==> src/hw/pheapPkg.sv <==
// Shared widths, types and constants of the pipelined heap queue
// Entry and key/value pack and unpack functions
`default_nettype none

package pheapPkg;

    localparam int KEY_WIDTH   = 16;
    localparam int VALUE_WIDTH = 8;
    localparam int CAP_WIDTH   = 8;

    typedef logic [KEY_WIDTH-1:0]               keyT;
    typedef logic [VALUE_WIDTH-1:0]             valueT;
    typedef logic [KEY_WIDTH+VALUE_WIDTH-1:0]   kvT;
    typedef logic [CAP_WIDTH-1:0]               capT;
    // Layout is {active, capacity, key, value}
    typedef logic [CAP_WIDTH+KEY_WIDTH+VALUE_WIDTH:0] entryT;

    typedef logic opT;
    localparam opT OP_ENQ = 1'b0;
    localparam opT OP_DEQ = 1'b1;

    typedef logic [1:0] statusT;
    localparam statusT ST_WAIT = 2'd0;
    localparam statusT ST_NEXT = 2'd1;
    localparam statusT ST_DONE = 2'd2;

    localparam kvT    KV_EMPTY    = '0;
    localparam entryT ENTRY_EMPTY = '0;

    function automatic entryT makeEntry(logic flag, capT cap, kvT kv);
        return {flag, cap, kv};
    endfunction

    function automatic logic entryActive(entryT e);
        return e[CAP_WIDTH+KEY_WIDTH+VALUE_WIDTH];
    endfunction

    function automatic capT entryCap(entryT e);
        return e[KEY_WIDTH+VALUE_WIDTH +: CAP_WIDTH];
    endfunction

    function automatic kvT entryKv(entryT e);
        return e[KEY_WIDTH+VALUE_WIDTH-1:0];
    endfunction

    function automatic keyT kvKey(kvT kv);
        return kv[VALUE_WIDTH +: KEY_WIDTH];
    endfunction

    function automatic valueT kvValue(kvT kv);
        return kv[VALUE_WIDTH-1:0];
    endfunction

    function automatic keyT entryKey(entryT e);
        return kvKey(entryKv(e));
    endfunction

    // Free room of an empty subtree rooted at the given level
    function automatic capT subtreeSize(int level, int levels);
        return capT'((1 << (levels - level + 1)) - 1);
    endfunction

endpackage

`default_nettype wire

==> src/hw/levelMem.sv <==
// Flop-based entry memory of one heap level
// Registered single-entry and child-pair reads, synchronous write
`default_nettype none

module levelMem #(
    parameter int LEVEL  = 2,
    parameter int LEVELS = 4,
    localparam int PAIR_W = (LEVEL > 2) ? LEVEL - 2 : 1
) (
    input  logic                    clk,
    input  logic                    rst,
    input  logic [LEVEL-2:0]        topAddr,
    output pheapPkg::entryT         topEntry,
    input  logic [PAIR_W-1:0]       pairAddr,
    output pheapPkg::entryT         leftEntry,
    output pheapPkg::entryT         rightEntry,
    input  logic                    wen,
    input  logic [LEVEL-2:0]        wrAddr,
    input  pheapPkg::entryT         wrEntry
);

    localparam int DEPTH = 1 << (LEVEL - 1);

    pheapPkg::entryT entries [DEPTH];
    logic [LEVEL-2:0] leftIdx;
    logic [LEVEL-2:0] rightIdx;

    // Children of parent p sit at 2p and 2p+1
    generate
        if (LEVEL > 2) begin : gPairIdx
            assign leftIdx  = {pairAddr, 1'b0};
            assign rightIdx = {pairAddr, 1'b1};
        end else begin : gRootPair
            // Level 2 holds only the two children of the root
            assign leftIdx  = 1'b0;
            assign rightIdx = 1'b1;
        end
    endgenerate

    //----------------------------------------
    // Storage
    //----------------------------------------
    always_ff @(posedge clk) begin
        if (rst) begin
            // Empty entries start with the room of their whole subtree
            for (int i = 0; i < DEPTH; i++) begin
                entries[i] <= pheapPkg::makeEntry(1'b0,
                    pheapPkg::subtreeSize(LEVEL, LEVELS), pheapPkg::KV_EMPTY);
            end
        end else if (wen) begin
            entries[wrAddr] <= wrEntry;
        end
    end

    //----------------------------------------
    // Read ports
    //----------------------------------------
    always_ff @(posedge clk) begin
        topEntry   <= entries[topAddr];
        leftEntry  <= entries[leftIdx];
        rightEntry <= entries[rightIdx];
    end

endmodule

`default_nettype wire

==> src/hw/rootLevel.sv <==
// Level 1 controller of the heap
// Keeps the top entry in a register and starts every operation
`default_nettype none

module rootLevel #(
    parameter int LEVELS = 4
) (
    input  logic                clk,
    input  logic                rst,
    input  logic                start,
    input  pheapPkg::opT        op,
    input  pheapPkg::kvT        inKv,
    input  pheapPkg::entryT     leftEntry,
    input  pheapPkg::entryT     rightEntry,
    output pheapPkg::statusT    status,
    output logic                active,
    output pheapPkg::kvT        outKv,
    output logic                nextPos,
    output pheapPkg::entryT     rootEntry
);

    typedef enum logic {IDLE, SET} stateT;

    stateT state;
    stateT nextState;
    pheapPkg::kvT kvReg;
    pheapPkg::entryT topReg;
    pheapPkg::entryT newTop;
    pheapPkg::capT topCap;
    logic pickRight;

    assign rootEntry = topReg;
    assign active    = (state == SET);
    assign topCap    = pheapPkg::entryCap(topReg);

    always_ff @(posedge clk) begin
        if (rst) begin
            state  <= IDLE;
            topReg <= pheapPkg::makeEntry(1'b0, pheapPkg::subtreeSize(1, LEVELS),
                pheapPkg::KV_EMPTY);
        end else begin
            state <= nextState;
            if (state == SET) begin
                topReg <= newTop;
            end
        end
    end

    always_ff @(posedge clk) begin
        if (state == IDLE && start) begin
            kvReg <= inKv;
        end
    end

    //----------------------------------------
    // Enqueue and dequeue step
    //----------------------------------------
    always_comb begin
        nextState = IDLE;
        status    = pheapPkg::ST_WAIT;
        outKv     = pheapPkg::KV_EMPTY;
        nextPos   = 1'b0;
        newTop    = topReg;
        pickRight = 1'b0;
        if (state == IDLE) begin
            if (start) begin
                nextState = SET;
            end
        end else if (op == pheapPkg::OP_ENQ) begin
            if (!pheapPkg::entryActive(topReg)) begin
                newTop = pheapPkg::makeEntry(1'b1, topCap - 1'b1, kvReg);
                status = pheapPkg::ST_DONE;
            end else begin
                // Larger key stays, the smaller one moves down
                if (pheapPkg::kvKey(kvReg) > pheapPkg::entryKey(topReg)) begin
                    newTop = pheapPkg::makeEntry(1'b1, topCap - 1'b1, kvReg);
                    outKv  = pheapPkg::entryKv(topReg);
                end else begin
                    newTop = pheapPkg::makeEntry(1'b1, topCap - 1'b1,
                        pheapPkg::entryKv(topReg));
                    outKv  = kvReg;
                end
                nextPos = pheapPkg::entryCap(rightEntry) > pheapPkg::entryCap(leftEntry);
                status  = pheapPkg::ST_NEXT;
            end
        end else begin
            outKv = pheapPkg::entryKv(topReg);
            pickRight = pheapPkg::entryActive(rightEntry) &&
                (!pheapPkg::entryActive(leftEntry) ||
                 pheapPkg::entryKey(rightEntry) > pheapPkg::entryKey(leftEntry));
            if (!pheapPkg::entryActive(leftEntry) && !pheapPkg::entryActive(rightEntry)) begin
                newTop = pheapPkg::makeEntry(1'b0, topCap + 1'b1, pheapPkg::KV_EMPTY);
                status = pheapPkg::ST_DONE;
            end else begin
                newTop = pheapPkg::makeEntry(1'b1, topCap + 1'b1,
                    pheapPkg::entryKv(pickRight ? rightEntry : leftEntry));
                nextPos = pickRight;
                status  = pheapPkg::ST_NEXT;
            end
        end
    end

endmodule

`default_nettype wire

==> src/hw/levelCtrl.sv <==
// Controller for one heap level below the root
// Reads its entry and both children, writes back and hands on the operation
`default_nettype none

module levelCtrl #(
    parameter int LEVEL  = 2,
    parameter int LEVELS = 4
) (
    input  logic                clk,
    input  logic                rst,
    input  logic                start,
    input  pheapPkg::opT        op,
    input  logic [LEVEL-2:0]    startPos,
    input  pheapPkg::kvT        inKv,
    input  pheapPkg::entryT     topEntry,
    input  pheapPkg::entryT     leftEntry,
    input  pheapPkg::entryT     rightEntry,
    output logic [LEVEL-2:0]    readAddr,
    output logic [LEVEL-2:0]    pairAddr,
    output logic [LEVEL-2:0]    wrAddr,
    output logic                wen,
    output pheapPkg::entryT     wrEntry,
    output pheapPkg::statusT    status,
    output pheapPkg::kvT        outKv,
    output logic [LEVEL-1:0]    nextPos
);

    localparam bit IS_BOTTOM = (LEVEL == LEVELS);

    typedef enum logic {READ_MEM, SET_OUT} stateT;

    stateT state;
    stateT nextState;
    logic [LEVEL-2:0] posReg;
    pheapPkg::kvT kvReg;
    pheapPkg::entryT leftEff;
    pheapPkg::entryT rightEff;
    pheapPkg::capT topCap;
    logic pickRight;
    logic leftAct;
    logic rightAct;

    always_ff @(posedge clk) begin
        if (rst) begin
            state <= READ_MEM;
        end else begin
            state <= nextState;
        end
    end

    always_ff @(posedge clk) begin
        if (state == READ_MEM && start) begin
            posReg <= startPos;
            kvReg  <= inKv;
        end
    end

    // Reads are issued while the start strobe is present, so the incoming
    // position addresses memory until it has been captured
    assign readAddr = (state == READ_MEM) ? startPos : posReg;
    assign pairAddr = readAddr;
    assign wrAddr   = posReg;

    // The bottom level has no children
    assign leftEff  = IS_BOTTOM ? pheapPkg::ENTRY_EMPTY : leftEntry;
    assign rightEff = IS_BOTTOM ? pheapPkg::ENTRY_EMPTY : rightEntry;
    assign leftAct  = pheapPkg::entryActive(leftEff);
    assign rightAct = pheapPkg::entryActive(rightEff);
    assign topCap   = pheapPkg::entryCap(topEntry);

    //----------------------------------------
    // Enqueue and dequeue step
    //----------------------------------------
    always_comb begin
        nextState = READ_MEM;
        status    = pheapPkg::ST_WAIT;
        outKv     = pheapPkg::KV_EMPTY;
        nextPos   = {posReg, 1'b0};
        wen       = 1'b0;
        wrEntry   = topEntry;
        pickRight = 1'b0;
        if (state == READ_MEM) begin
            if (start) begin
                nextState = SET_OUT;
            end
        end else begin
            wen = 1'b1;
            if (op == pheapPkg::OP_ENQ) begin
                if (!pheapPkg::entryActive(topEntry)) begin
                    wrEntry = pheapPkg::makeEntry(1'b1, topCap - 1'b1, kvReg);
                    status  = pheapPkg::ST_DONE;
                end else begin
                    if (pheapPkg::kvKey(kvReg) > pheapPkg::entryKey(topEntry)) begin
                        wrEntry = pheapPkg::makeEntry(1'b1, topCap - 1'b1, kvReg);
                        outKv   = pheapPkg::entryKv(topEntry);
                    end else begin
                        wrEntry = pheapPkg::makeEntry(1'b1, topCap - 1'b1,
                            pheapPkg::entryKv(topEntry));
                        outKv   = kvReg;
                    end
                    // Head for the child with more room, left on a tie
                    pickRight = pheapPkg::entryCap(rightEff) > pheapPkg::entryCap(leftEff);
                    nextPos   = {posReg, pickRight};
                    status    = IS_BOTTOM ? pheapPkg::ST_DONE : pheapPkg::ST_NEXT;
                end
            end else begin
                outKv = pheapPkg::entryKv(topEntry);
                pickRight = rightAct &&
                    (!leftAct || pheapPkg::entryKey(rightEff) > pheapPkg::entryKey(leftEff));
                if (!leftAct && !rightAct) begin
                    wrEntry = pheapPkg::makeEntry(1'b0, topCap + 1'b1, pheapPkg::KV_EMPTY);
                    status  = pheapPkg::ST_DONE;
                end else begin
                    wrEntry = pheapPkg::makeEntry(1'b1, topCap + 1'b1,
                        pheapPkg::entryKv(pickRight ? rightEff : leftEff));
                    nextPos = {posReg, pickRight};
                    status  = pheapPkg::ST_NEXT;
                end
            end
        end
    end

endmodule

`default_nettype wire

==> src/hw/pheapQueue.sv <==
// Top level of the pipelined heap priority queue
// Root controller, level memories and controllers, result and status flags
`default_nettype none

module pheapQueue #(
    parameter int LEVELS = 4
) (
    input  logic            clk,
    input  logic            rst,
    input  logic            start,
    input  pheapPkg::opT    op,
    input  pheapPkg::kvT    inKv,
    output logic            busy,
    output logic            resultValid,
    output pheapPkg::kvT    resultKv,
    output logic            full,
    output logic            empty
);

    pheapPkg::opT opReg;
    pheapPkg::entryT rootEntry;
    logic accept;
    logic rootNext;

    // Per-level chain signals, indexed by level
    pheapPkg::statusT levStatus [1:LEVELS];
    pheapPkg::kvT     levKv     [1:LEVELS];
    logic [LEVELS-1:0] levPos   [1:LEVELS];
    logic             levActive [1:LEVELS];
    // Children seen by level L and the pair address it drives
    pheapPkg::entryT  pairLeft  [1:LEVELS];
    pheapPkg::entryT  pairRight [1:LEVELS];
    logic [LEVELS-1:0] pairAddrs [1:LEVELS];

    assign full  = pheapPkg::entryActive(rootEntry) && (pheapPkg::entryCap(rootEntry) == '0);
    assign empty = !pheapPkg::entryActive(rootEntry);

    assign accept = start && !busy &&
        !(op == pheapPkg::OP_ENQ && full) && !(op == pheapPkg::OP_DEQ && empty);

    always_ff @(posedge clk) begin
        if (rst) begin
            opReg <= pheapPkg::OP_ENQ;
        end else if (accept) begin
            opReg <= op;
        end
    end

    //----------------------------------------
    // Level 1
    //----------------------------------------
    rootLevel #(.LEVELS(LEVELS)) root (
        .clk(clk), .rst(rst), .start(accept), .op(opReg), .inKv(inKv),
        .leftEntry(pairLeft[1]), .rightEntry(pairRight[1]),
        .status(levStatus[1]), .active(levActive[1]), .outKv(levKv[1]),
        .nextPos(rootNext), .rootEntry(rootEntry)
    );

    assign levPos[1]    = LEVELS'(rootNext);
    assign pairAddrs[1] = '0;
    assign pairLeft[LEVELS]  = pheapPkg::ENTRY_EMPTY;
    assign pairRight[LEVELS] = pheapPkg::ENTRY_EMPTY;

    //----------------------------------------
    // Levels 2 to LEVELS
    //----------------------------------------
    generate
        for (genvar L = 2; L <= LEVELS; L++) begin : gLevel
            localparam int PW = (L > 2) ? L - 2 : 1;

            logic [L-2:0] readAddr;
            logic [L-2:0] pairAddr;
            logic [L-2:0] wrAddr;
            logic [L-1:0] nextPos;
            logic wen;
            pheapPkg::entryT wrEntry;
            pheapPkg::entryT topEntry;

            levelMem #(.LEVEL(L), .LEVELS(LEVELS)) mem (
                .clk(clk), .rst(rst), .topAddr(readAddr), .topEntry(topEntry),
                .pairAddr(pairAddrs[L-1][PW-1:0]),
                .leftEntry(pairLeft[L-1]), .rightEntry(pairRight[L-1]),
                .wen(wen), .wrAddr(wrAddr), .wrEntry(wrEntry)
            );

            levelCtrl #(.LEVEL(L), .LEVELS(LEVELS)) ctrl (
                .clk(clk), .rst(rst), .start(levStatus[L-1] == pheapPkg::ST_NEXT),
                .op(opReg), .startPos(levPos[L-1][L-2:0]), .inKv(levKv[L-1]),
                .topEntry(topEntry), .leftEntry(pairLeft[L]), .rightEntry(pairRight[L]),
                .readAddr(readAddr), .pairAddr(pairAddr), .wrAddr(wrAddr),
                .wen(wen), .wrEntry(wrEntry), .status(levStatus[L]),
                .outKv(levKv[L]), .nextPos(nextPos)
            );

            assign pairAddrs[L] = LEVELS'(pairAddr);
            assign levPos[L]    = LEVELS'(nextPos);
            // A level reports WAIT in every cycle except its set-output cycle
            assign levActive[L] = (levStatus[L] != pheapPkg::ST_WAIT);
        end
    endgenerate

    always_comb begin
        busy = 1'b0;
        for (int i = 1; i <= LEVELS; i++) begin
            busy = busy | levActive[i];
        end
    end

    // The root emits the dequeued pair during its set cycle
    always_ff @(posedge clk) begin
        if (rst) begin
            resultValid <= 1'b0;
        end else begin
            resultValid <= levActive[1] && (opReg == pheapPkg::OP_DEQ);
        end
    end

    always_ff @(posedge clk) begin
        resultKv <= levKv[1];
    end

endmodule

`default_nettype wire

==> config.mk <==
export PLATFORM = sky130hd
export DESIGN_NAME = pheapQueue
export DESIGN_NICKNAME = d
export VERILOG_FILES = /design/src/hw/pheapPkg.sv /design/src/hw/levelMem.sv /design/src/hw/rootLevel.sv /design/src/hw/levelCtrl.sv /design/src/hw/pheapQueue.sv
export SDC_FILE = /design/constraint.sdc
export NUM_CORES = 2
export LEC_CHECK = 0
export ABC_AREA = 1
export BUFFER_PORTS_ARGS = -buffer_cell sky130_fd_sc_hd__buf_2
export CORE_ASPECT_RATIO = 1.75
export CORE_MARGIN = 4
export CORE_UTILIZATION = 30
export CTS_CLUSTER_SIZE = 14
export DETAILED_ROUTE_END_ITERATION = 8
export MAX_ROUTING_LAYER = met4
export PLACE_DENSITY = 0.53
export SETUP_SLACK_MARGIN = 0.4
export SYNTH_ARGS = -nofsm -noshare
export SYNTH_HDL_FRONTEND = slang
export SYNTH_SLANG_ARGS = --single-unit
==> constraint.sdc <==
create_clock -name clk -period 11.2 [get_ports clk]
set_input_delay 2.8 -clock clk [delete_from_list [all_inputs] [get_ports clk]]
set_output_delay 2.8 -clock clk [all_outputs]
set_load 0.02 [all_outputs]
# Word level (Yosys, flattened, before mapping)
# Memory sizes are Yosys's and may differ from the RTL's. A register that Yosys moved wholly into a read port is not among the register bits.
# Cells that the tools add are included.
# totals
regBits	165
mem_bits_rw	462
inputBits	28
out_inout_bits	28
elab_cells	177
memories	3
# mem_list
memory	depth	width	rd	rd_clocked_by_memory_dff	wr	line_no	source
gLevel[4].mem.entries	8	33	3	3	8	levelMem.sv:24	pheapPkg::entryT entries [DEPTH];
gLevel[3].mem.entries	4	33	3	3	4	levelMem.sv:24	
gLevel[2].mem.entries	2	33	3	3	2	levelMem.sv:24	
# op_classes
add_sub_neg	8
n_lt_le_gt_ge	10
n_eq_ne	4
mux	86
bitwise_logic	8
n_reduce_logical	42
# ops
cell	n
$mux 24	21
$mux 33	13
$gt 16x16->1	7
$reduce_or 33->1	3
$mux 1	35
$add 8x1->8 const B	4
$sub 8x1->8 const B	4
$mux 2	15
$gt 8x8->1	3
$logic_and 1x1->1	17
$logic_not 1->1	10
$logic_not 8->1	1
$reduce_or 2->1	4
$eq 2x1->1 const B	3
$mux 3	2
$reduce_bool 2->1	3
$not 1->1	5
$logic_or 1x1->1	3
$ne 3x3->1 const B	1
$or 1x1->1	3
$reduce_and 2->1	1

# Logic depth before layout (Yosys ltp)
# depth
word_depth	14
mapped_depth	24
ltp_nobuf	22

# Modules after synthesis
# Synthesis repeated with hierarchy kept, for this count alone.
# unflattened
cells_unflattened	5943
hier_area_um2	47815.9
# by_module_without_submodules
module	n_inst	cells_per_inst	area_per_inst_um2	seq_area_each_um2
levelMem at gLevel[4].mem	1	1965	16802.4	9909.5
levelMem at gLevel[3].mem	1	959	9029.9	5945.7
levelMem at gLevel[2].mem	1	383	4947.2	3963.8
rootLevel	1	694	4743.3	1401.3
levelCtrl at gLevel[3].ctrl	1	722	4319.1	800.8
levelCtrl at gLevel[2].ctrl	1	700	4231.6	770.7
levelCtrl at gLevel[4].ctrl	1	460	3044.2	830.8
pheapQueue	1	60	698.2	520.5

# Worst setup path after synthesis
# OpenSTA, ideal clock, no wires.
# synth_timing
kind	input-to-reg
startpoint	input port rst
endpoint	memory gLevel[3].mem.entries[3][0] in the netlist's numbering, enable pin
setup_ps	670
arrival_time_ps	4392
required_time_ps	10530
slack_ps	6138
stages	4
n_path_buf	2
path_cell_list	clkbuf_1 -> inv_1 -> clkbuf_1 -> o21ai_0
# synth_rtl
element	line_no	source
start: declaration	pheapQueue.sv:9	input logic rst,
end: declaration	levelMem.sv:24	

==> flow_summary.ini <==
[run]
maxCapViolCount = 0

[finish]
stdcell_area_sq_um = 50100
syn_to_final_growth_pct = 11.4
fillers = 15300
final_cells = 7359
final_util_pct = 33.7
drive_gt1_share_pct = 5.92
finalNetCount = 5489

[synthesis]
synth_top_cell_by_area = edfxtp_1
synthCells = 5387
ys_ff_latch = 924
ys.flop_type = edfxtp_1
synth-seq-area-share_pct = 53.7
yosysWarnings = 0
syn-num-nets = 5579
netlist.area_leader.share_pct = 37.7
synth.distinct_cells = 46
ys_top_cells_by_area = edfxtp_1, dfxtp_1, nand2_1, nand3_1, inv_1
syn_area_sq_um = 45000
synth_edf_count = 564
async_flop_share_pct = 0
avgSynthCellArea_sq_um = 8.34

[routing]
routed_wl_microns = 142000
drt-wirelength-per-cell_microns = 19.3
drtIter0Drc = 2241
drc = 0
vias_per_cell = 4.86
vias = 35800
first_pass_iters = 6
antenna_left = 0

[clock_tree]
cts_sinks = 924
cts_buffers = 89
postCtsSetupBuffers = 0
clk_pin_slew_worst_paths_ns = 0.07
clock_latency_ns = 0.71
clk_path_buf_depth = 3
root_buffer = clkbuf_16
cts_tree = done
ctsResizeCount = 0
h-tree-depth = 3
cts-hold-fix-buffers = 0

[sta]
fin_crit_ns = 5.42
finalSetupViolCount = 0
fmax_mhz = 185
drv_slew = 0
tns_ns = 0
fin_crit_sh_pct = 48.4
hold_viol_final = 0
rsz0062_at_grt = false
skew_ns = 0.0519
worstMarginPinSlew_ns = 1.18
fin_hold_ws_ns = 0.364
timing.slew.headroom_pct = 21.3
final.setup.worst_slack_ns = 5.78

[critical_path]
crit_path_start_kind = input pin
crit_type = in -> reg
crit_path_end_kind = flip-flop
worstPathRequired_ns = 11.49
critPathArrivalTime_ns = 5.71
crit_path_max_fanout = 33

[die]
ios = 56
dieHeight_microns = 520
core_sq_um = 149000
die_area_sq_um = 156000
initial_core_util_pct = 30.3
die_w_microns = 301
rows = 187

[power]
p_total_mw = 7.34
ir_drop_mv = 0.112
power_per_cell_area_nw_per_um2 = 147
p_leak_nw = 21.4

[placement]
place_ws_ns = 5.16
post-place-cells = 7190
hpwl_microns = 94100
postPlaceCellArea_sq_um = 47100
port_buffers = 55
globalplace.congestion = 0.857

[global_route]
grt_pass1_wl_microns = 212000
grt_max_degree = 133
track_usage_pct = 18.3
grt_antenna_before_repair = 1
grt_overflow = 0
grt_pass1_vias = 35300

[outcome]
status = finished clean

[worst_hold_path]
hold_class = reg -> reg
[cells in the mapped netlist, drive strengths merged (6+ instances only)]
cell / instances
nand2: 1191
nand3: 791
inv: 752
edfxtp: 564
nor2: 525
dfxtp: 360
o21ai: 268
a21oi: 251
clkbuf: 198
ha: 160
buf: 116
o211ai: 61
o22ai: 22
a22oi: 13
nor3: 13
xor2: 13
o32ai: 12
nand4: 10
o21bai: 9
o21a: 7
o31ai: 7
a221oi: 6
a31oi: 6
mux2i: 6
[area by class of cell]
type | count | area (sq um) | area share (%)
Sequential cell | 924 | 24100 | 48.2
Multi-Input combinational cell | 3393 | 16800 | 33.5
Inverter | 756 | 2840 | 5.68
Clock buffer | 121 | 2520 | 5.03
Tap cell | 1984 | 2480 | 4.96
Timing Repair Buffer | 133 | 861 | 1.72
Clock inverter | 47 | 455 | 0.909
Antenna cell | 1 | 2.50 | 0.00500
[metal layers]
| metal | routed length, microns | track usage, % | vias to the layer above |
|---|---|---|---|
| met5 | 0 | - | - |
| met4 | 8480 | 9.88 | 0 |
| met3 | 5950 | 2.05 | 375 |
| met2 | 77700 | 35.1 | 1051 |
| met1 | 49600 | 17.7 | 16900 |
| li1 | - | - | 17400 |
[critical path: stages]
cell and delay (ns):
buf_2 0.10, buf_4 0.24, nor2_1 0.68, inv_1 0.25, nor2_1 0.15, inv_1 0.06, nor2_1 0.17, inv_1 0.08
buf_4 0.29, nand2_2 0.84
[state kept, by name, indices dropped and copies added (netlist names)]
register               flops
gLevel.ctrl.kvReg         72
gLevel.ctrl.state          3
gLevel.ctrl.wrAddr         6
gLevel.mem.entries       462
gLevel.mem.leftEntry      99
gLevel.mem.rightEntry     99
gLevel.mem.topEntry       99
opReg                      1
resultKv                  24
resultValid                1
root.active                1
root.kvReg                24
root.rootEntry            33
[cell families (layout without fill, tap and decap cells)]
| logic type | count (synthesis) | count (layout) | synth area share (%) |
|---|---|---|---|
| multiplexers | 6 | 6 | 0.134 |
| other | 0 | 1 | 0 |
| buffers and inverters | 1070 | 1057 | 9.32 |
| XOR/XNOR | 17 | 17 | 0.331 |
| AND/OR/NAND/NOR | 2538 | 2538 | 23.6 |
| adder cells (fa/ha/maj) | 164 | 164 | 4.63 |
| AO/OA/AOI/OAI | 668 | 668 | 8.26 |
| flip-flops | 924 | 924 | 53.7 |
[report_power, final]
| part | internal (mW) | total, mW | switching, mW |
|---|---|---|---|
| registers | 3.71 | 3.77 | 0.0585 |
| clock network | 1.68 | 3.09 | 1.41 |
| logic | 0.144 | 0.483 | 0.340 |
[worst paths after layout]
path	start	to	slack, ns	cells past startpoint
max	rst	gLevel[3].mem.entries[1][18]$_SDFFCE_PN0P_	5.78	10
min	gLevel[2].mem.entries[0][0]$_SDFFCE_PN0P_	gLevel[2].mem.leftEntry[0]$_DFF_P_	0.36	0
max reg2reg	gLevel[4].mem.leftEntry[19]$_DFF_P_	gLevel[4].mem.topEntry[12]$_DFF_P_	6.35	18
min reg2reg	gLevel[2].mem.entries[0][0]$_SDFFCE_PN0P_	gLevel[2].mem.leftEntry[0]$_DFF_P_	0.36	0
[cell usage in the layout, fill, tap and decap left out, types with 22 or more instances in the layout]
master and count:
edfxtp_1 564, ha_1 160, dfxtp_1 359, inv_1 744, clkbuf_16 91, o21ai_0 260
nor2_1 521, nand2_1 1171, o211ai_1 61, buf_4 78, o22ai_1 22, buf_2 55
a21oi_1 251, nand3_1 789
No activity file was read; power rests on OpenSTA's default activity.
